<file path="config.mk">
export PLATFORM = sky130hd
export DESIGN_NAME = vic20_loader
export DESIGN_NICKNAME = d
export VERILOG_FILES = /design/src/loader_pkg.sv /design/src/vic20_loader.sv /design/src/target_map.sv /design/src/reg_inject.sv /design/src/prg_addr_track.sv /design/src/loader_ctrl.sv
export VERILOG_INCLUDE_DIRS = /design/src /design/src/src
export SDC_FILE = /design/constraint.sdc
export NUM_CORES = 1
export LEC_CHECK = 0
export BUFFER_PORTS_ARGS = -buffer_cell sky130_fd_sc_hd__buf_2
export CAP_MARGIN = 20
export CORE_UTILIZATION = 30
export CTS_CLUSTER_SIZE = 16
export DETAILED_ROUTE_END_ITERATION = 10
export GPL_TIMING_DRIVEN = 0
export PLACE_DENSITY_LB_ADDON = 0.1
export SLEW_MARGIN = 20
export SYNTH_ARGS = -nofsm -noshare
export SYNTH_HDL_FRONTEND = slang
export SYNTH_SLANG_ARGS = --single-unit
</file>
<file path="constraint.sdc">
create_clock -name clk_sys -period 6.5 [get_ports clk_sys]
set_clock_uncertainty 0.15 [all_clocks]
set_input_delay 0.325 -clock clk_sys [delete_from_list [all_inputs] [get_ports clk_sys]]
set_output_delay 0.325 -clock clk_sys [all_outputs]
set_load 0.02 [all_outputs]
</file>
<file path="src/loader_settings.svh">
// Widths assume 25-bit host offsets, a 16-bit CPU bus and SDRAM seen as a 23-bit byte space
`ifndef LOADER_SETTINGS_SVH
`define LOADER_SETTINGS_SVH

// ====================
// Bus widths
// ====================
`define LDR_HOST_ADDR_W 25
`define LDR_TARGET_W    23
`define LDR_CPU_ADDR_W  16
`define LDR_DATA_W      8
`define LDR_INDEX_W     8

// ====================
// Download index codes from the host menu
// ====================
`define LDR_IDX_ROM     8'h00
`define LDR_IDX_PRG     8'h01
`define LDR_IDX_CRT     8'h41
`define LDR_IDX_TAP     8'h81

// ====================
// Memory bases and injection timing
// ====================
`define LDR_TAP_START   22'h20000
`define LDR_CART_ADDR   16'hA000
`define LDR_INJECT_LAST 5'd31

`endif
</file>
<file path="src/loader_pkg.sv">
// Types shared by the loader RTL; download kind NONE also covers unknown host index codes
`default_nettype none

package loader_pkg;

    // ====================
    // Download kinds
    // ====================

    // Kind of the download in progress
    typedef enum logic [1:0] {
        DL_NONE = 2'd0,
        DL_ROM  = 2'd1,
        DL_PRG  = 2'd2,
        DL_TAP  = 2'd3
    } dl_kind_t;

    // ====================
    // Register injection
    // ====================

    // Step 0 is idle, odd steps 1 to 15 write a pointer byte,
    // the last step may raise the reset request
    typedef logic [4:0] inj_step_t;

endpackage

`default_nettype wire

</file>
<file path="src/vic20_loader.sv">
// One host byte per cycle at most; memory writes appear one cycle after their host strobe
`timescale 1ns/1ns
`default_nettype none
`include "loader_settings.svh"

module vic20_loader import loader_pkg::*; (
    input  wire                         clk_sys,
    input  wire                         reset,
    input  wire                         dl_active_i,
    input  wire [`LDR_INDEX_W-1:0]      dl_index_i,
    input  wire                         dl_wr_i,
    input  wire [`LDR_HOST_ADDR_W-1:0]  dl_addr_i,
    input  wire [`LDR_DATA_W-1:0]       dl_data_i,
    input  wire                         no_load_addr_i,
    output wire [`LDR_TARGET_W-1:0]     mem_addr_o,
    output wire [`LDR_DATA_W-1:0]       mem_data_o,
    output wire                         int_we_o,
    output wire                         ext_we_o,
    output wire                         force_reset_o
);

    dl_kind_t                   kind;
    inj_step_t                  inj_step;
    wire                        prg_wr;
    wire                        tap_wr;
    wire                        rom_wr;
    wire [`LDR_CPU_ADDR_W-1:0]  prg_addr;
    wire                        prg_payload;
    wire                        at_cart;
    wire [`LDR_CPU_ADDR_W-1:0]  inj_addr;
    wire [`LDR_DATA_W-1:0]      inj_data;
    wire                        inj_wr;

    loader_ctrl u_ctrl (
        .clk_sys       (clk_sys),
        .reset         (reset),
        .dl_active_i   (dl_active_i),
        .dl_index_i    (dl_index_i),
        .dl_wr_i       (dl_wr_i),
        .at_cart_i     (at_cart),
        .prg_payload_i (prg_payload),
        .kind_o        (kind),
        .prg_wr_o      (prg_wr),
        .tap_wr_o      (tap_wr),
        .rom_wr_o      (rom_wr),
        .inj_step_o    (inj_step),
        .force_reset_o (force_reset_o)
    );

    prg_addr_track u_prg (
        .clk_sys        (clk_sys),
        .reset          (reset),
        .prg_wr_i       (prg_wr),
        .no_load_addr_i (no_load_addr_i),
        .dl_addr_i      (dl_addr_i),
        .dl_data_i      (dl_data_i),
        .prg_addr_o     (prg_addr),
        .prg_payload_o  (prg_payload),
        .at_cart_o      (at_cart)
    );

    reg_inject u_inject (
        .inj_step_i (inj_step),
        .prg_addr_i (prg_addr),
        .inj_addr_o (inj_addr),
        .inj_data_o (inj_data),
        .inj_wr_o   (inj_wr)
    );

    target_map u_map (
        .clk_sys       (clk_sys),
        .reset         (reset),
        .kind_i        (kind),
        .rom_wr_i      (rom_wr),
        .tap_wr_i      (tap_wr),
        .prg_payload_i (prg_payload),
        .dl_addr_i     (dl_addr_i),
        .dl_data_i     (dl_data_i),
        .prg_addr_i    (prg_addr),
        .inj_addr_i    (inj_addr),
        .inj_data_i    (inj_data),
        .inj_wr_i      (inj_wr),
        .mem_addr_o    (mem_addr_o),
        .mem_data_o    (mem_data_o),
        .int_we_o      (int_we_o),
        .ext_we_o      (ext_we_o)
    );

endmodule

`default_nettype wire

</file>
<file path="src/target_map.sv">
// ROM offsets 1541 and above $C000 are dropped; injected pointer writes always go internal
`timescale 1ns/1ns
`default_nettype none
`include "loader_settings.svh"

module target_map import loader_pkg::*; (
    input  wire                         clk_sys,
    input  wire                         reset,
    input  wire dl_kind_t               kind_i,
    input  wire                         rom_wr_i,
    input  wire                         tap_wr_i,
    input  wire                         prg_payload_i,
    input  wire [`LDR_HOST_ADDR_W-1:0]  dl_addr_i,
    input  wire [`LDR_DATA_W-1:0]       dl_data_i,
    input  wire [`LDR_CPU_ADDR_W-1:0]   prg_addr_i,
    input  wire [`LDR_CPU_ADDR_W-1:0]   inj_addr_i,
    input  wire [`LDR_DATA_W-1:0]       inj_data_i,
    input  wire                         inj_wr_i,
    output logic [`LDR_TARGET_W-1:0]    mem_addr_o,
    output logic [`LDR_DATA_W-1:0]      mem_data_o,
    output logic                        int_we_o,
    output logic                        ext_we_o
);

    logic [`LDR_TARGET_W-1:0] tap_addr_q;
    logic [`LDR_TARGET_W-1:0] tap_next;
    logic [`LDR_TARGET_W-1:0] rom_addr;
    logic [`LDR_TARGET_W-1:0] target;
    logic                     rom_valid;
    logic                     prg_internal;
    logic                     wr_int;
    logic                     wr_ext;

    // Tape image restarts at its base on host byte 0
    assign tap_next = (dl_addr_i == '0) ? {1'b0, `LDR_TAP_START} : tap_addr_q + 23'd1;

    // ====================
    // ROM region map
    // ====================
    always_comb begin
        rom_valid = 1'b1;
        case (dl_addr_i[15:13])
            // Kernal, PAL and NTSC images share $E000
            3'b010,
            3'b011:  rom_addr = {7'h0, 3'b111, dl_addr_i[12:0]};
            // BASIC
            3'b100:  rom_addr = {7'h0, 3'b110, dl_addr_i[12:0]};
            // Character set, 4K
            3'b101:  rom_addr = {7'h0, 4'b1000, dl_addr_i[11:0]};
            default: begin
                rom_addr  = '0;
                rom_valid = 1'b0;
            end
        endcase
    end

    // Low RAM, main RAM and colour RAM live inside the machine
    assign prg_internal = (prg_addr_i[15:10] == 6'b000000) ||
                          (prg_addr_i[15:12] == 4'b0001) ||
                          (prg_addr_i[15:10] == 6'b100101);

    // ====================
    // Target select and split
    // ====================
    always_comb begin
        target = {7'h0, prg_addr_i};
        wr_int = 1'b0;
        wr_ext = 1'b0;
        if (inj_wr_i) begin
            target = {7'h0, inj_addr_i};
            wr_int = 1'b1;
        end else begin
            case (kind_i)
                DL_ROM: begin
                    target = rom_addr;
                    wr_int = rom_wr_i && rom_valid;
                end
                DL_PRG: begin
                    wr_int = prg_payload_i && prg_internal;
                    wr_ext = prg_payload_i && !prg_internal;
                end
                DL_TAP: begin
                    target = tap_next;
                    wr_ext = tap_wr_i;
                end
                default: begin
                    wr_int = 1'b0;
                end
            endcase
        end
    end

    always_ff @(posedge clk_sys) begin
        if (reset) begin
            int_we_o   <= 1'b0;
            ext_we_o   <= 1'b0;
            tap_addr_q <= {1'b0, `LDR_TAP_START};
        end else begin
            int_we_o <= wr_int;
            ext_we_o <= wr_ext;
            if (tap_wr_i) begin
                tap_addr_q <= tap_next;
            end
        end
    end

    // Address and data hold the last write
    always_ff @(posedge clk_sys) begin
        if (wr_int || wr_ext) begin
            mem_addr_o <= target;
            mem_data_o <= inj_wr_i ? inj_data_i : dl_data_i;
        end
    end

    // An injected pointer write would hide a host byte on the same cycle
    a_we_excl: assert property (@(posedge clk_sys) disable iff (reset)
        !(inj_wr_i && (rom_wr_i || tap_wr_i || prg_payload_i)));

endmodule

`default_nettype wire

</file>
<file path="src/reg_inject.sv">
// Pointer table follows the stock VIC-20 BASIC zero page; all entries point to the program end
`timescale 1ns/1ns
`default_nettype none
`include "loader_settings.svh"

module reg_inject import loader_pkg::*; (
    input  wire inj_step_t              inj_step_i,
    input  wire [`LDR_CPU_ADDR_W-1:0]   prg_addr_i,
    output logic [`LDR_CPU_ADDR_W-1:0]  inj_addr_o,
    output logic [`LDR_DATA_W-1:0]      inj_data_o,
    output logic                        inj_wr_o
);

    // ====================
    // Pointer table
    // ====================
    always_comb begin
        inj_addr_o = '0;
        inj_wr_o   = 1'b1;
        case (inj_step_i)
            // Start of variables
            5'd1:    inj_addr_o = 16'h002D;
            5'd3:    inj_addr_o = 16'h002E;
            // Start of arrays
            5'd5:    inj_addr_o = 16'h002F;
            5'd7:    inj_addr_o = 16'h0030;
            // End of arrays
            5'd9:    inj_addr_o = 16'h0031;
            5'd11:   inj_addr_o = 16'h0032;
            // End address of the last load
            5'd13:   inj_addr_o = 16'h00AE;
            5'd15:   inj_addr_o = 16'h00AF;
            default: inj_wr_o   = 1'b0;
        endcase
    end

    // Steps 3, 7, 11 and 15 take the high byte
    assign inj_data_o = inj_step_i[1] ? prg_addr_i[15:8] : prg_addr_i[7:0];

endmodule

`default_nettype wire

</file>
<file path="src/prg_addr_track.sv">
// Header mode expects the load address in host bytes 0 and 1; the address wraps at $FFFF
`timescale 1ns/1ns
`default_nettype none
`include "loader_settings.svh"

module prg_addr_track (
    input  wire                         clk_sys,
    input  wire                         reset,
    input  wire                         prg_wr_i,
    input  wire                         no_load_addr_i,
    input  wire [`LDR_HOST_ADDR_W-1:0]  dl_addr_i,
    input  wire [`LDR_DATA_W-1:0]       dl_data_i,
    output logic [`LDR_CPU_ADDR_W-1:0]  prg_addr_o,
    output logic                        prg_payload_o,
    output logic                        at_cart_o
);

    // Host offsets of the load-address header and the first payload byte
    localparam logic [`LDR_HOST_ADDR_W-1:0] HOST_LO    = 0;
    localparam logic [`LDR_HOST_ADDR_W-1:0] HOST_HI    = 1;
    localparam logic [`LDR_HOST_ADDR_W-1:0] HOST_FIRST = 2;

    logic [`LDR_CPU_ADDR_W-1:0] addr_q;
    logic [`LDR_CPU_ADDR_W-1:0] addr_next;

    // Address for the byte on the bus this cycle
    always_comb begin
        addr_next = addr_q + 16'd1;
        if (no_load_addr_i) begin
            if (dl_addr_i == HOST_LO) begin
                addr_next = `LDR_CART_ADDR;
            end
        end else begin
            if (dl_addr_i == HOST_LO) begin
                addr_next = {addr_q[15:8], dl_data_i};
            end else if (dl_addr_i == HOST_HI) begin
                addr_next = {dl_data_i, addr_q[7:0]};
            end else if (dl_addr_i == HOST_FIRST) begin
                addr_next = addr_q;
            end
        end
    end

    // Header bytes carry no program data
    assign prg_payload_o = prg_wr_i && (no_load_addr_i || dl_addr_i > HOST_HI);

    // Between bytes this holds the last payload address
    assign prg_addr_o = prg_wr_i ? addr_next : addr_q;
    assign at_cart_o  = (prg_addr_o == `LDR_CART_ADDR);

    always_ff @(posedge clk_sys) begin
        if (reset) begin
            addr_q <= '0;
        end else if (prg_wr_i) begin
            addr_q <= addr_next;
        end
    end

endmodule

`default_nettype wire

</file>
<file path="src/loader_ctrl.sv">
// Host must keep dl_active_i low until injection ends; unknown index codes are ignored
`timescale 1ns/1ns
`default_nettype none
`include "loader_settings.svh"

module loader_ctrl import loader_pkg::*; (
    input  wire                     clk_sys,
    input  wire                     reset,
    input  wire                     dl_active_i,
    input  wire [`LDR_INDEX_W-1:0]  dl_index_i,
    input  wire                     dl_wr_i,
    input  wire                     at_cart_i,
    input  wire                     prg_payload_i,
    output dl_kind_t                kind_o,
    output logic                    prg_wr_o,
    output logic                    tap_wr_o,
    output logic                    rom_wr_o,
    output inj_step_t               inj_step_o,
    output logic                    force_reset_o
);

    dl_kind_t kind_dec;
    logic     prg_q;
    logic     prg_end;
    logic     auto_reset;

    // ====================
    // Download kind decode
    // ====================
    always_comb begin
        kind_dec = DL_NONE;
        if (dl_active_i) begin
            case (dl_index_i)
                `LDR_IDX_ROM: kind_dec = DL_ROM;
                `LDR_IDX_PRG,
                `LDR_IDX_CRT: kind_dec = DL_PRG;
                `LDR_IDX_TAP: kind_dec = DL_TAP;
                default:      kind_dec = DL_NONE;
            endcase
        end
    end

    assign kind_o = kind_dec;

    // One byte strobe per kind
    assign rom_wr_o = dl_wr_i && (kind_dec == DL_ROM);
    assign prg_wr_o = dl_wr_i && (kind_dec == DL_PRG);
    assign tap_wr_o = dl_wr_i && (kind_dec == DL_TAP);

    // PRG download just finished
    assign prg_end = prg_q && (kind_dec != DL_PRG);

    // ====================
    // Injection sequencer
    // ====================
    always_ff @(posedge clk_sys) begin
        if (reset) begin
            prg_q         <= 1'b0;
            inj_step_o    <= '0;
            auto_reset    <= 1'b0;
            force_reset_o <= 1'b0;
        end else begin
            prg_q         <= (kind_dec == DL_PRG);
            force_reset_o <= 1'b0;

            // Cartridge image seen at its fixed address
            if (prg_payload_i && at_cart_i) begin
                auto_reset <= 1'b1;
            end

            // Counter runs freely once started and wraps to idle after the last step
            if (prg_end) begin
                inj_step_o <= 5'd1;
            end else if (inj_step_o != '0) begin
                inj_step_o <= inj_step_o + 5'd1;
            end

            if (inj_step_o == `LDR_INJECT_LAST) begin
                force_reset_o <= auto_reset;
                auto_reset    <= 1'b0;
            end
        end
    end

    // ====================
    // Checks
    // ====================

    // Odd steps are injected writes, so they must not meet a host byte
    a_one_strobe: assert property (@(posedge clk_sys) disable iff (reset)
        $onehot0({rom_wr_o, prg_wr_o, tap_wr_o, inj_step_o[0]}));

    // A new download may only start once injection is back at idle
    a_step_hold: assert property (@(posedge clk_sys) disable iff (reset)
        dl_active_i |=> $stable(inj_step_o));

endmodule

`default_nettype wire

</file>
## Yosys cells after proc, flatten, opt, wreduce, memory -nomap -nowiden

Index checks and enable logic that the tools add are counted.

| word-level totals | value |
|---|---|
| register bits after elaboration | 80 |
| bits of input ports | 46 |
| output and inout port bits | 34 |
| logic and storage cells | 91 |

| operators by class | value |
|---|---|
| $add $sub $neg | 3 |
| order comparisons | 1 |
| equality and inequality tests | 25 |
| mux-type cells | 23 |
| bitwise operators | 1 |
| reduce and logical (&&, ||, !) cells | 26 |

Operator list:

| kind | number |
|---|---|
| $mux 16 | 7 |
| $pmux 8 s8 | 1 |
| $pmux 16 s3 | 1 |
| $pmux 23 s2 | 1 |
| $eq 25x1->1 const B | 1 |
| $eq 25x2->1 const B | 1 |
| $gt 25x1->1 const B | 1 |
| $logic_not 25->1 | 1 |
| $add 23x1->23 const B | 1 |
| $mux 23 | 1 |
| $eq 5x4->1 const B | 4 |
| $add 16x1->16 const B | 1 |
| $eq 16x16->1 const B | 1 |
| $mux 8 | 2 |
| $eq 5x3->1 const B | 2 |
| $reduce_or 2->1 | 5 |
| $logic_and 1x1->1 | 9 |
| $eq 8x1->1 const B | 1 |
| $eq 8x7->1 const B | 1 |
| $eq 8x8->1 const B | 1 |
| $logic_not 8->1 | 1 |
| $reduce_or 8->1 | 1 |
| $eq 3x2->1 const B | 2 |
| $eq 3x3->1 const B | 2 |
| other kinds (20) | 30 |

## Logic depth before layout (Yosys ltp)

Gate-level depths: netlist of run 1.

| depth | value |
|---|---|
| depth in word-level cells | 15 |
| depth in mapped cells | 16 |
| gate-level depth less buffers | 13 |

## Modules after synthesis

From an unflattened synthesis of run 1, not the netlist that was laid out.

| unflattened totals | value |
|---|---|
| cell total of the unflattened synthesis | 647 |
| area total of the unflattened synthesis | 5693.0 um2 |

Modules (own cells, without submodules):

| module | instances | cells an instance | area an instance (um2) | seq. area each (um2) |
|---|---|---|---|---|
| target_map | 1 | 334 | 3224.3 | 1431.4 |
| prg_addr_track | 1 | 227 | 1685.4 | 320.3 |
| loader_ctrl | 1 | 51 | 470.5 | 160.2 |
| reg_inject | 1 | 35 | 312.8 | 0.0 |

## Worst setup path after synthesis of run 1

OpenSTA, ideal clock, no wires.

| timing | value |
|---|---|
| path kind | input port to flip-flop |
| from | input dl_index_i[3] |
| to | register u_map.mem_addr_o[0] (enable) |
| library setup time | 423 ps |
| arrival time | 4477 ps |
| data required time | 5927 ps |
| setup slack | 1450 ps |
| stages | 14 |
| buffers on the path | 2 |
| cells stage by stage | nor4_1 -> nand3b_1 -> nor3_2 -> clkinv_1 -> clkbuf_1 -> ha_1 -> nand2_1 -> clkbuf_1 -> a2111o_1 -> nand4_2 -> o211ai_1 -> o311ai_1 -> and3_1 -> o21ai_1 |

| between the ends | value |
|---|---|
| word-level cells in the longest chain between the ends | 15 |
| elaborated cells between the ends (all ways) | 29 |
| classes of those cells | 8 x eq/ne; 7 x mux; 14 x reduce/logical |

Ends and longest elaborated chain:

| what | line | text |
|---|---|---|
| start: declaration | vic20_loader.sv:10 | `` input wire [`LDR_INDEX_W-1:0] dl_index_i, `` |
| $eq 8x1->1 / $eq 8x7->1 (equally long branches) | loader_ctrl.sv:33 | `case (dl_index_i)` |
| $reduce_or 2->1 | loader_ctrl.sv:33 |  |
| $pmux 2 s3 (*) | loader_ctrl.sv:33 |  |
| $mux 2 (*) | loader_ctrl.sv:32 | `if (dl_active_i) begin` |
| $eq 2x2->1 | target_map.sv:73, loader_ctrl.sv:47 |  |
| $logic_and 1x1->1 | loader_ctrl.sv:47 | `assign prg_wr_o = dl_wr_i && (kind_dec == DL_PRG);` |
| $mux 16 | prg_addr_track.sv:48 | `assign prg_addr_o = prg_wr_i ? addr_next : addr_q;` |
| $eq 4x1->1 / $logic_not 6->1 (equally long branches) | target_map.sv:59, target_map.sv:58 |  |
| $logic_or 1x1->1 | target_map.sv:58 | `assign prg_internal = (prg_addr_i[15:10] == 6'b000000) \|\|` |
| $logic_or 1x1->1 | target_map.sv:59 | `(prg_addr_i[15:12] == 4'b0001) \|\|` |
| $logic_not 1->1 | target_map.sv:80 | `wr_ext = prg_payload_i && !prg_internal;` |
| $logic_and 1x1->1 | target_map.sv:80 |  |
| $pmux 1 s2 | target_map.sv:73 | `case (kind_i)` |
| $mux 1 | target_map.sv:69 | `if (inj_wr_i) begin` |
| $logic_or 1x1->1 (*) | target_map.sv:109 | `if (wr_int \|\| wr_ext) begin` |
| end signal: assignment | target_map.sv:110 | `mem_addr_o <= target;` |
| end: declaration | target_map.sv:19 | `` output logic [`LDR_TARGET_W-1:0] mem_addr_o, `` |

Mark *: on every way between the ends. The rest lies on a longest branch, timed or not.
A chain may end at the register's enable or synchronous reset.

## Worst setup path after layout of run 1

| timing | value |
|---|---|
| from | input dl_index_i[3] |
| to | register u_map.mem_data_o[2] (enable) |

| between the ends | value |
|---|---|
| word-level cells in the longest chain between the ends | 15 |
| elaborated cells between the ends (all ways) | 29 |
| classes of those cells | 8 x eq/ne; 7 x mux; 14 x reduce/logical |

Ends and longest elaborated chain:

| what | line | text |
|---|---|---|
| $eq 8x1->1 / $eq 8x7->1 (equally long branches) | loader_ctrl.sv:33 |  |
| $reduce_or 2->1 | loader_ctrl.sv:33 |  |
| $pmux 2 s3 (*) | loader_ctrl.sv:33 |  |
| $mux 2 (*) | loader_ctrl.sv:32 |  |
| $eq 2x2->1 | target_map.sv:73, loader_ctrl.sv:47 |  |
| $logic_and 1x1->1 | loader_ctrl.sv:47 |  |
| $mux 16 | prg_addr_track.sv:48 |  |
| $eq 4x1->1 / $logic_not 6->1 (equally long branches) | target_map.sv:59, target_map.sv:58 |  |
| $logic_or 1x1->1 | target_map.sv:58 |  |
| $logic_or 1x1->1 | target_map.sv:59 |  |
| $logic_not 1->1 | target_map.sv:80 |  |
| $logic_and 1x1->1 | target_map.sv:80 |  |
| $pmux 1 s2 | target_map.sv:73 |  |
| $mux 1 | target_map.sv:69 |  |
| $logic_or 1x1->1 (*) | target_map.sv:109 |  |
| end signal: assignment | target_map.sv:111 | `mem_data_o <= inj_wr_i ? inj_data_i : dl_data_i;` |
| end: declaration | target_map.sv:20 | `` output logic [`LDR_DATA_W-1:0] mem_data_o, `` |

Marked as above.

==> results of run 1 <==
==> power groups by stage <==
stage	logic, mW	clock network, mW	registers, mW
after floorplan	0.120	0	0.678
after global placement	0.298	0	0.622
after detailed placement	0.313	0	0.618
after CTS	0.315	0.527	0.607
after global routing	0.334	0.547	0.611
final	0.314	0.514	0.605
==> metal layers <==
layer | vias to the layer above | track usage, %
li1 | 2600 | -
met2 | 210 | 36.01
met1 | 2642 | 29.57
met5 | - | 0
met3 | 35 | 3.666
met4 | 0 | 8.552
==> cells by family (layout without fill, tap and decap cells) <==
kind of cell             after synthesis  count (layout)  synth area share (%)
AO/OA/AOI/OAI                        175             175                 21.15
XOR/XNOR                              30              30                 5.024
adder cells (fa/ha/maj)               11              11                 2.584
buffers and inverters                 48             143                 3.517
flip-flops                            80              80                 36.55
multiplexers                           9               9                 1.866
AND/OR/NAND/NOR                      306             306                 29.31
==> flip-flops by register name (all words and copies together), names as in the netlist <==
name,cells
u_map.ext_we_o,1
u_map.mem_data_o,8
u_ctrl.auto_reset,1
u_map.tap_addr_q,23
u_ctrl.inj_step_o,5
u_map.mem_addr_o,23
u_map.int_we_o,1
u_ctrl.prg_q,1
u_ctrl.force_reset_o,1
u_prg.addr_q,16
==> worst paths after layout <==
check                          to  slack [ns]
min reg2reg  u_ctrl.force_reset_o        0.31
min          u_ctrl.inj_step_o[2]        0.16
max           u_map.mem_data_o[2]        1.27
max reg2reg   u_map.mem_data_o[2]        2.74
==> through the flow <==
stage	area, sq um	TNS [ns]	setup WS (ns)
3_5_place_dp	5927	0	0.9643
5_1_grt	6223	0	0.9416
2_1_floorplan	5230	0	1.450
3_3_place_gp	5896	-20.61	-0.6691
4_1_cts	6223	0	1.326
6_report	6223	0	1.266
==> area by class of cell <==
type | instances | area (sq um)
tap | 220 | 275.3
clock inverter | 6 | 67.56
sequential | 80 | 1912
multi-input combinational | 531 | 3146
buffer | 38 | 146.4
timing repair buffer | 79 | 410.4
clock buffer | 10 | 229.0
inverter | 10 | 37.54
fill | 1803 | 10600
==> cells in the final DEF, fill, tap and decap left out, types with 4 or more instances in the layout <==
cell | netlist | layout
sky130_fd_sc_hd__clkbuf_16 | 0 | 9
sky130_fd_sc_hd__and4_1 | 4 | 4
sky130_fd_sc_hd__o21ai_0 | 45 | 45
sky130_fd_sc_hd__nand2_1 | 74 | 74
sky130_fd_sc_hd__dfxtp_1 | 49 | 49
sky130_fd_sc_hd__a22oi_1 | 12 | 12
sky130_fd_sc_hd__nand3b_1 | 9 | 9
sky130_fd_sc_hd__nor2_1 | 90 | 90
sky130_fd_sc_hd__clkbuf_1 | 34 | 35
sky130_fd_sc_hd__xnor2_1 | 15 | 15
sky130_fd_sc_hd__and3_1 | 21 | 21
sky130_fd_sc_hd__buf_2 | 3 | 81
sky130_fd_sc_hd__inv_1 | 8 | 8
sky130_fd_sc_hd__and2_1 | 10 | 10
sky130_fd_sc_hd__nand4_1 | 11 | 11
sky130_fd_sc_hd__nor2b_1 | 8 | 8
sky130_fd_sc_hd__edfxtp_1 | 31 | 31
sky130_fd_sc_hd__mux2_2 | 6 | 6
sky130_fd_sc_hd__o22ai_1 | 6 | 6
sky130_fd_sc_hd__nand2b_1 | 4 | 4
sky130_fd_sc_hd__a21oi_1 | 53 | 53
sky130_fd_sc_hd__nor4_1 | 12 | 12
sky130_fd_sc_hd__a31oi_1 | 10 | 10
sky130_fd_sc_hd__o211ai_1 | 4 | 4
sky130_fd_sc_hd__nand3_1 | 27 | 27
sky130_fd_sc_hd__nor3_1 | 15 | 15
sky130_fd_sc_hd__a211oi_1 | 9 | 9
sky130_fd_sc_hd__xor2_1 | 15 | 15
sky130_fd_sc_hd__ha_1 | 10 | 10
==> critical path: cells and delay by family <==
| family | cells | cell delay (ns) |
|---|---|---|
| AOI/OAI and AO/OA | 2 | 0.49 |
| buffers and inverters | 5 | 1.64 |
| adders and majority gates | 1 | 0.38 |
| and+or+nand+nor | 9 | 2.25 |
==> results.txt, run 1 <==
The flow ran to the end, and the final reports show no timing, DRC or antenna violations. For the number of iterations in the first detailed-routing pass, the log shows 5. Summing every instance area after synthesis gives 5230 sq um. The logs give 0 for the total of hold buffers inserted after clock tree synthesis and 35.8% for the relative contribution of the clock network to total power. The worst-case IR drop observed on VDD is 0.1160 mV. The number of cell instances on the worst register-to-register path was 10. The tools report the maximum number of pins on one net before global-route repair as 25. The die area was 17,970 sq um; the I/O pin count was 80. The largest total area in the synthesized netlist belongs to sky130_fd_sc_hd__dfxtp_1. The core region is 16,820 sq um.

The sum of routed wire length over all layers is 19.89 mm, and the routed via count is 5,487. For the overflow left after global routing, the log shows 0. Global routing consumed, over all layers together, 22.25% of the routing resources. Of the post-synthesis cell area, the dominant cell type holds 18.76%. For this run, the leading register cell type out of synthesis is sky130_fd_sc_hd__dfxtp_1. For the maximum root-to-sink buffer count, the log shows 2. The cell with the most instances after synthesis is sky130_fd_sc_hd__nor2_1. For this run, the register share of the synthesized area comes to 36.56%. By area the synthesized netlist is led by sky130_fd_sc_hd__dfxtp_1 19%, sky130_fd_sc_hd__edfxtp_1 18%, sky130_fd_sc_hd__nor2_1 6.5%. Source-to-sink clock delay at the later pin of the worst-skew pair: 0.35 ns. The tools report the launch point of the critical path as dl_index_i[3]. The tools report the internal power as 0.9843 mW. The logs give 0 for the number of antenna violations at the first check in global routing and 0 for the total of endpoints with negative setup slack in the final report. On the final layout, the worst hold slack is 0.1622 ns. Derived from the worst setup path, the maximum achievable clock frequency is 191.1 MHz.

In this run the power density over the cells is 230.3 nW/um^2. Max-cap violations in this run came to 0. The number of standard cells in the layout, taps in and fillers out was 974; the instance count along the most critical hold path was 3. In this run, placement finished with an instance count of 958. The floorplan die width works out to 134.0 um. The final max-slew violation count came out at 0. The delay of the slowest critical-path stage was 0.59 ns. Dividing the detail-routed wire length by the instance count gives 20.42 um.

The mean post-synth cell area is 7.936 sq um, and the count of inserted antenna diode cells is 0. The floorplan row count came out at 47. In the routed design, unresolved DRC markers number 0.

Highest signal layer in the routed design: met4. The post-route netlist has 16.05% of its cells at a drive strength greater than 1. The start of the worst register-to-register path was u_prg.addr_q[0]. STA puts the critical path data required time at 6.40 ns. The die is 134.0 um tall. The cell that appears most often on the critical path is sky130_fd_sc_hd__nor2_1. The tools report the yosys synthesis warning count as 0. The arrival time at the worst endpoint is 5.13 ns, and the count of buffers inserted at the top-level ports is 78. The share of async-settable or async-resettable flops after synthesis came out at 0%. Path type of the worst min-delay path: in2reg.

At the end of routability-driven placement, the weighted congestion stood at 0.9357. Number of storage elements in the synthesis netlist: 80. The worst setup path is of the in2reg kind. Sequential cells burn 42.2% of the power. For the relative contribution of combinational cells to total power, the log shows 21.9%. By count the netlist is led by 90 x sky130_fd_sc_hd__nor2_1, 74 x sky130_fd_sc_hd__nand2_1, 53 x sky130_fd_sc_hd__a21oi_1. Once detail routing completed, the nets flagged for antenna violations numbered 0.

The logs give 71 for the number of unique standard cell types used by synthesis and 5,069 for the via count of the first global-routing pass. The signal on the critical path passes through buf_2, nor4_1, nand3b_1, nor3_2, clkinv_1, clkbuf_1, ha_1, nand2_1, clkbuf_1, nor2_1, nand2_1, nor2_1, nor2_1, o311ai_1, and3_1, o21ai_4, buf_12. Of all nets on the critical path, the largest fanout is 24. The static leakage was 2.300 nW; the number of nets in the synthesized netlist was 715.

Net switching is 31.32% of the power. Once the clock tree was built, the resizer swapped 0 gates to a different size. Synthesis handed over a netlist of 659 instances.

Detailed routing placed a total of 9.268 mm of wire on met2. The register clock-pin slew on the reported worst setup and hold paths was 0.06 ns; the vias per cell was 5.633. For this block, wires on met1 add up to 9.021 mm.

For the initial core utilization, the log shows 31.10%. Summing internal, switching and leakage power gives 1.433 mW. Setup repair after global routing left no endpoint under its margin. In this run the number of H-tree levels came out at 3. The count of flip-flops with a built-in enable after synthesis was 31; the headroom to the max-slew limit was 39.18%.

Slowest library cell on the worst path: sky130_fd_sc_hd__nor3_2. The synthesis-to-finish area growth was 19.00%. The startpoint identified for the worst hold timing path is reset. The worst setup path is launched from an input port. For the violation count after the first detailed-route iteration, the log shows 409.

Switching component of the power: 0.4490 mW. The worst setup path is captured at a flip-flop. TritonCTS built the clock tree.

The post-route minimum period is 5.234 ns, and the net count reported at finish is 805. Cells fill 37.00% of the core in the end. The met3 routed wirelength came out at 1.029 mm. The transition time at the pin with the least slew margin was 0.9039 ns; the number of buffers added for setup after CTS was 0. The number of buffers created by CTS was 9. Clock tree synthesis found a total of 80 sinks. Number of failing hold endpoints at the final stage: 0. The first global-routing pass estimated 29.99 mm of wire. The tools report the root buffer cell as sky130_fd_sc_hd__clkbuf_16. The worst path uses 80.52% of the clock period.

Detailed placement HPWL: 15.48 mm.
No activity file was read; power rests on OpenSTA's default activity.
==> inputs of run 2 (changes only) <==
Clock period 6.5 ns to 4.85 ns, I/O delays scaled along.
==> results.txt, run 2 (same netlist as run 1, synthesis figures left out) <==
The run finished with clean final reports. The routed via count was 5,391 (-1.7%); the final instance area was 6314 sq um (+1.4%). The register clock-pin slew on the reported worst setup and hold paths was 0.06 ns (about the same); the arrival time at the worst endpoint was 4.04 ns (-1.09 ns). The most prevalent standard cell on the critical path was sky130_fd_sc_hd__and2_1. The tools report the post-layout utilization of the core as 37.54% (+0.54 points). The cell count after placement was 958 (unchanged); the areal power density over the cells was 320.8 nW/um^2 (+39%).

The run gives 47 (unchanged) as the floorplan row count. The logs give 0 (unchanged) for the max capacitance violation total and 1.04 ns (-1.70 ns) for the register-to-register setup slack. The count of buffers inserted at the top-level ports is 78 (unchanged). The vias per cell works out to 5.512 (-2.2%). The largest registers in the layout are u_map.mem_addr_o (23), u_map.tap_addr_q (23), u_prg.addr_q (16). The static leakage is 2.356 nW (+2.4%), and the overflow left after global routing is 0 (unchanged). The I/O pin count is 80 (unchanged). STA classifies the critical path endpoint as a flip-flop. The floorplan die width is 134.0 um (unchanged), and the violation count after the first detailed-route iteration is 471 (+15%). Total of endpoints with negative setup slack in the final report: 0 (unchanged).

The run gives 0.9210 (-1.6%) as the final weighted congestion in routability-driven placement. Worst setup slack after layout: 0.7153 ns (-0.5509 ns). The tools report the core outline area as 16,820 sq um (unchanged).

The critical path data required time was 4.75 ns (-1.65 ns); the via count of the first global-routing pass was 5,131 (+1.2%). For the number of buffers created by CTS, the log shows 9 (unchanged). The number of failing hold endpoints at the final stage is 0 (unchanged). Net count reported at finish: 809 (+0.50%). The signal on the critical path passes through buf_2, nor4_1, nand3b_1, nor3_4, clkinvlp_4, ha_1, and2_1, and3_1, and2_1, o31ai_1, nor2_1, o311ai_1, a31oi_1, o21ai_4, buf_16. The logs give 0 (unchanged) for the count of inserted antenna diode cells and 21.94% (-0.31 points) for the overall fraction of global-route tracks in use. Based on the critical path, the design can be clocked at up to 241.9 MHz.

The run gives 19.33 mm (-2.8%) as the sum of routed wire length over all layers. The run gives 0.05967 ns (-0.1025 ns) as the tightest hold margin. The count of buffer and inverter cells on the critical path works out to 3 (-2). The post-route minimum period was 4.135 ns.

The transition time at the pin with the least slew margin was 1.023 ns (+0.1186 ns); the post-detailed-route DRC marker count was 0 (unchanged). Floorplan die height: 134.0 um (unchanged). On the critical path, the stage with the largest delay is an instance of sky130_fd_sc_hd__o311ai_1. The total negative slack for setup checks came out at 0 ns (unchanged). The synthesis-to-finish area growth is 20.72%. For the headroom to the max-slew limit, the log shows 31.30% (-7.9 points).

TritonCTS built the clock tree. The sink of the worst hold path is u_map.mem_data_o[5]. On the critical path the largest part of the delay comes from simple AND/OR/NAND/NOR gates.

The path type of the worst min-delay path was in2reg. Setup repair after global routing left no endpoint under its margin. The maximum root-to-sink buffer count was 2 (unchanged). The H-tree depth was 3 (unchanged). Most common cell after layout, fill and taps aside: sky130_fd_sc_hd__nor2_1. In the layout the commonest cells are 90 x sky130_fd_sc_hd__nor2_1, 81 x sky130_fd_sc_hd__buf_2, 74 x sky130_fd_sc_hd__nand2_1. Number of antenna violations at the first check in global routing: 0 (unchanged). The routed length per placed instance is 19.76 um (-3.2%). The run gives 20 (-20%) as the maximum number of pins on one net before global-route repair. In this run the critical register-to-register path is captured at u_map.mem_data_o[6]. The cell area reported after detailed placement came out at 5934 sq um (+0.13%). The delay of the slowest critical-path stage came out at 0.41 ns (-0.18 ns). The total number of clock tree sinks is 80 (unchanged). Initial core utilization: 31.10% (unchanged). Worst IR drop on VDD: 0.1451 mV (+25%). The count of cell instances traversed by the critical path was 15 (-2). Dividing the final minimum period by the clock period gives 85.25%.

The startpoint identified for the worst register-to-register timing path is u_prg.addr_q[0]. Number of standard cells in the layout, taps in and fillers out: 978 (+0.41%). For the source-to-sink clock delay at the later pin of the worst-skew pair, the log shows 0.35 ns (about the same). The logs give 14.93 mm (-3.6%) for the detailed placement HPWL and 2.026 mW (+41%) for the overall power consumption. The critical path is of the in2reg type. The number of iterations in the first detailed-routing pass is 5 (unchanged).

The root buffer cell was sky130_fd_sc_hd__clkbuf_16. The largest fanout on the critical path is 19 (-21%). The residual antenna-violating net count after detailed routing came out at 0 (unchanged).

The type of origin of the critical path is an input port. The instance count along the most critical hold path is 3 (unchanged), and the wire length of the first global-routing pass is 29.66 mm (-1.1%). The run gives 0 (unchanged) as the final max-slew violation count. The die area was 17,970 sq um (unchanged). Post-placement setup slack: -0.5780 ns (-1.542 ns).

The share of layout cells above drive strength 1 works out to 17.02% (+0.97 points). In this run the most critical hold path is launched from dl_data_i[5]. The number of cell instances on the worst register-to-register path works out to 10 (unchanged).
run 2: cell types whose count changed in the layout (fill, tap and decap cells not counted), sizes merged:
cell | before | now
clkinv | 5 | 3
buf | 83 | 87
bufinv | 1 | 3
clkinvlp | 1 | 2
inv | 9 | 8
run 2: how the worst max path moves through the flow:
stage	endpoint	start	slack (ns)
after global placement	u_map.mem_data_o[6]	dl_index_i[3]	-1.32
after global routing	u_map.mem_data_o[6]	dl_index_i[3]	0.41
after CTS	u_map.mem_data_o[6]	dl_index_i[3]	0.008
after detailed placement	u_map.mem_addr_o[17]	dl_index_i[3]	-0.58
after floorplan	u_map.mem_addr_o[0]	dl_index_i[3]	0.46
final	u_map.mem_data_o[6]	dl_index_i[3]	0.72
run 2: cell type report:
type / instances / area (sq um)
plain buffers: 37 / 143.9
clock buffers: 10 / 229.0
well taps: 220 / 275.3
inverters: 10 / 41.29
multi-input cells: 531 / 3152
clock inverters: 6 / 107.6
repair buffers: 84 / 452.9
flip-flops and latches: 80 / 1912
fillers: 1830 / 10510
run 2: worst reg2reg max path: cells and delay by family (launching register included):
family	cells	cell delay, ns
buffers and inverters	1	0.23
AND/OR/NAND/NOR	5	1.41
AO/OA/AOI/OAI	3	0.98
adder cells (fa/ha/maj)	1	0.34
flip-flops	1	0.39
run 2: what timing repair did:
action                     CTS  global route
resized for setup            1             3
pin swaps                    1             1
gates cloned                 0             0
setup endpoints to repair   32            38
buffers inserted             0             4
hold buffers                 0             0
run 2: metal layers:
metal	global-route usage, %	up-vias	share of wire [%]
met3	3.741	26	6.2
met5	0	-	0
li1	-	2599	-
met4	8.240	0	2.3
met1	28.61	2567	43
met2	36.18	199	49
run 2: power breakdown:
| group | leakage [nW] | internal, mW | switching [mW] |
|---|---|---|---|
| combinational | 1.51 | 0.131 | 0.297 |
| sequential | 0.682 | 0.793 | 0.0178 |
| clock | 0.162 | 0.501 | 0.285 |
| total | 2.36 | 1.43 | 0.600 |
==> inputs of run 3 (changes only) <==
--- a/config.mk
+++ b/config.mk
@@ -9,3 +9,3 @@
 export BUFFER_PORTS_ARGS = -buffer_cell sky130_fd_sc_hd__buf_2
-export CAP_MARGIN = 20
+export CAP_MARGIN = 15
 export CORE_UTILIZATION = 30
--- a/constraint.sdc
+++ b/constraint.sdc
@@ -4,2 +4,2 @@
 set_output_delay 0.2425 -clock clk_sys [all_outputs]
-set_load 0.02 [all_outputs]
+set_load 0.005 [all_outputs]
==> results.txt, run 3 (same netlist as run 1, synthesis figures left out) <==
The run finished with clean final reports. The arrival time at the worst endpoint is 4.02 ns (-0.02 ns). The floorplan die height came out at 134.0 um (unchanged).

H-tree depth: 3 (unchanged). The register clock-pin slew on the reported worst setup and hold paths is 0.06 ns (about the same), and the number of antenna violations at the first check in global routing is 0 (unchanged). The static leakage is 2.351 nW (-0.20%), and the total of hold buffers inserted after clock tree synthesis is 0 (unchanged).

The detailed placement HPWL was 14.93 mm (unchanged). The final cycle utilization of the critical path is 84.96% (-0.29 points). The tools report the worst IR drop on VDD as 0.1443 mV (-0.56%).

The library cell used most frequently in the layout, excluding fill and tap cells, is sky130_fd_sc_hd__nor2_1. Transition time at the pin with the least slew margin: 1.087 ns (+0.06457 ns). The number of failing hold endpoints at the final stage was 0 (unchanged). The tree is rooted in a sky130_fd_sc_hd__clkbuf_16. The overflow left after global routing is 0 (unchanged). The tools report the source-to-sink clock delay at the later pin of the worst-skew pair as 0.35 ns (about the same).

The tools report the initial core utilization as 31.10% (unchanged). The highest clock rate is 242.7 MHz (+0.34%), and the count of inserted antenna diode cells is 0 (unchanged). Wire length of the first global-routing pass: 29.66 mm (unchanged). The synthesis-to-finish area growth is 20.62% (about the same). In the layout the commonest cells are 90 x sky130_fd_sc_hd__nor2_1, 81 x sky130_fd_sc_hd__buf_2, 74 x sky130_fd_sc_hd__nand2_1.

The slowest library cell on the worst path was sky130_fd_sc_hd__o311ai_1. The net count reported at finish came out at 808 (-0.12%). The kind of end point of the critical path was a flip-flop. In the final layout, the registers with the most flip-flops are u_map.mem_addr_o (23), u_map.tap_addr_q (23), u_prg.addr_q (16). Headroom to the max-slew limit: 26.86% (-4.4 points). Setup repair after global routing left no endpoint under its margin.

The total number of clock tree sinks was 80 (unchanged). The share of layout cells above drive strength 1 works out to 16.91% (-0.11 points). The tightest min-delay check is of the in2reg type. The max capacitance violation total is 0 (unchanged), and the post-route minimum period is 4.121 ns (-0.01418 ns). The number of buffers created by CTS is 9 (unchanged), and the routed length per placed instance is 19.72 um (-0.20%).

For the final instance area, the log shows 6309 sq um (about the same). The largest fanout on the critical path was 19 (unchanged); the count of buffers inserted at the top-level ports was 78 (unchanged). Number of iterations in the first detailed-routing pass: 5 (unchanged).

The maximum number of pins on one net before global-route repair came out at 20 (unchanged). The areal power density over the cells works out to 310.4 nW/um^2 (-3.3%). The floorplan row count came out at 47 (unchanged). Walking the worst path, the cells encountered are buf_2, nor4_1, nand3b_1, nor3_4, clkinvlp_4, ha_1, and2_1, and3_1, and2_1, o31ai_1, nor2_1, o311ai_1, a31oi_1, o21ai_4, buf_16. The tools report the I/O pin count as 80 (unchanged).

The run gives 19.27 mm (-0.31%) as the sum of routed wire length over all layers. The worst setup path is of the in2reg kind. For the via count of the first global-routing pass, the log shows 5,131 (unchanged). Vias per cell: 5.554 (+0.75%). Counting stages on the worst path, the most repeated cell is sky130_fd_sc_hd__and2_1.

Residual antenna-violating net count after detailed routing: 0 (unchanged). The run gives 0.9210 (unchanged) as the final weighted congestion in routability-driven placement. The run gives 37.51% (about the same) as the post-layout utilization of the core.

The floorplan die width came out at 134.0 um (unchanged). For the post-detailed-route DRC marker count, the log shows 0 (unchanged). For the core outline area, the log shows 16,820 sq um (unchanged). The logs give 17,970 sq um (unchanged) for the die area and 0 (unchanged) for the final max-slew violation count.

The cell area reported after detailed placement is 5934 sq um (unchanged). Maximum root-to-sink buffer count: 2 (unchanged). The critical path data required time is 4.75 ns (about the same). The worst setup path is launched from an input port. TritonCTS built the clock tree.

The overall fraction of global-route tracks in use is 21.94% (unchanged). The tools report the routed via count as 5,426 (+0.65%). For the total of endpoints with negative setup slack in the final report, the log shows 0 (unchanged).

The violation count after the first detailed-route iteration is 486 (+3.2%). The delay of the slowest critical-path stage works out to 0.41 ns (about the same).
run 3: layout make-up:
cell class	count	area, sq um
fill	1830	10510
multi-input combinational	531	3152
sequential	80	1912
timing repair buffer	83	447.9
tap	220	275.3
clock buffer	10	229.0
buffer	37	143.9
clock inverter	6	107.6
inverter	10	41.29
run 3: what timing repair did:
item	in CTS	in global routing
endpoints found under the setup margin	32	38
setup buffers	0	4
gates resized for setup	1	3
pin swaps	1	1
run 3: where the power goes:
group	switching [mW]	internal (mW)	leakage [nW]
clock network	0.284	0.501	0.162
logic	0.233	0.129	1.51
registers	0.0178	0.793	0.682
run 3: stage by stage:
| step | power, mW | setup slack [ns] | TNS (ns) | hold WS (ns) | instances |
|---|---|---|---|---|---|
| after detailed placement | 1.192 | -0.5780 | -17.66 | 0.2838 | 958 |
| after global placement | 1.165 | -1.316 | -42.87 | 0.2860 | 957 |
| final | 1.958 | 0.7294 | 0 | 0.05688 | 977 |
| after global routing | 2.044 | 0.4134 | 0 | 0.06417 | 977 |
| after CTS | 1.981 | 0.008187 | 0 | 0.05360 | 974 |
| after floorplan | 1.000 | 0.4566 | 0 | 0.2599 | 659 |
run 3: per-layer routing:
metal / routed length (um) / global-route usage (%) / vias up / share of wire [%]
met2: 9315 / 36.18 / 189 / 48
met4: 492 / 8.240 / 0 / 2.6
li1: - / - / 2604 / -
met1: 8450 / 28.61 / 2600 / 44
met3: 1008 / 3.741 / 33 / 5.2
met5: 0 / 0 / - / 0
run 3: path summary, 6_finish.rpt:
kind                     start              endpoint  slack, ns  cells after the start
max              dl_index_i[3]   u_map.mem_data_o[6]       0.73                     15
min               dl_data_i[5]   u_map.mem_data_o[5]       0.06                      3
max reg2reg    u_prg.addr_q[2]   u_map.mem_data_o[6]       0.94                      9
min reg2reg  u_ctrl.auto_reset  u_ctrl.force_reset_o       0.30                      2
run 3: worst max-delay path, delay by kind of cell:
| family | cells | cell delay (ns) |
|---|---|---|
| compound gates | 4 | 1.26 |
| fa+ha+maj | 1 | 0.32 |
| buf+inv | 3 | 0.47 |
| simple gates | 7 | 1.69 |
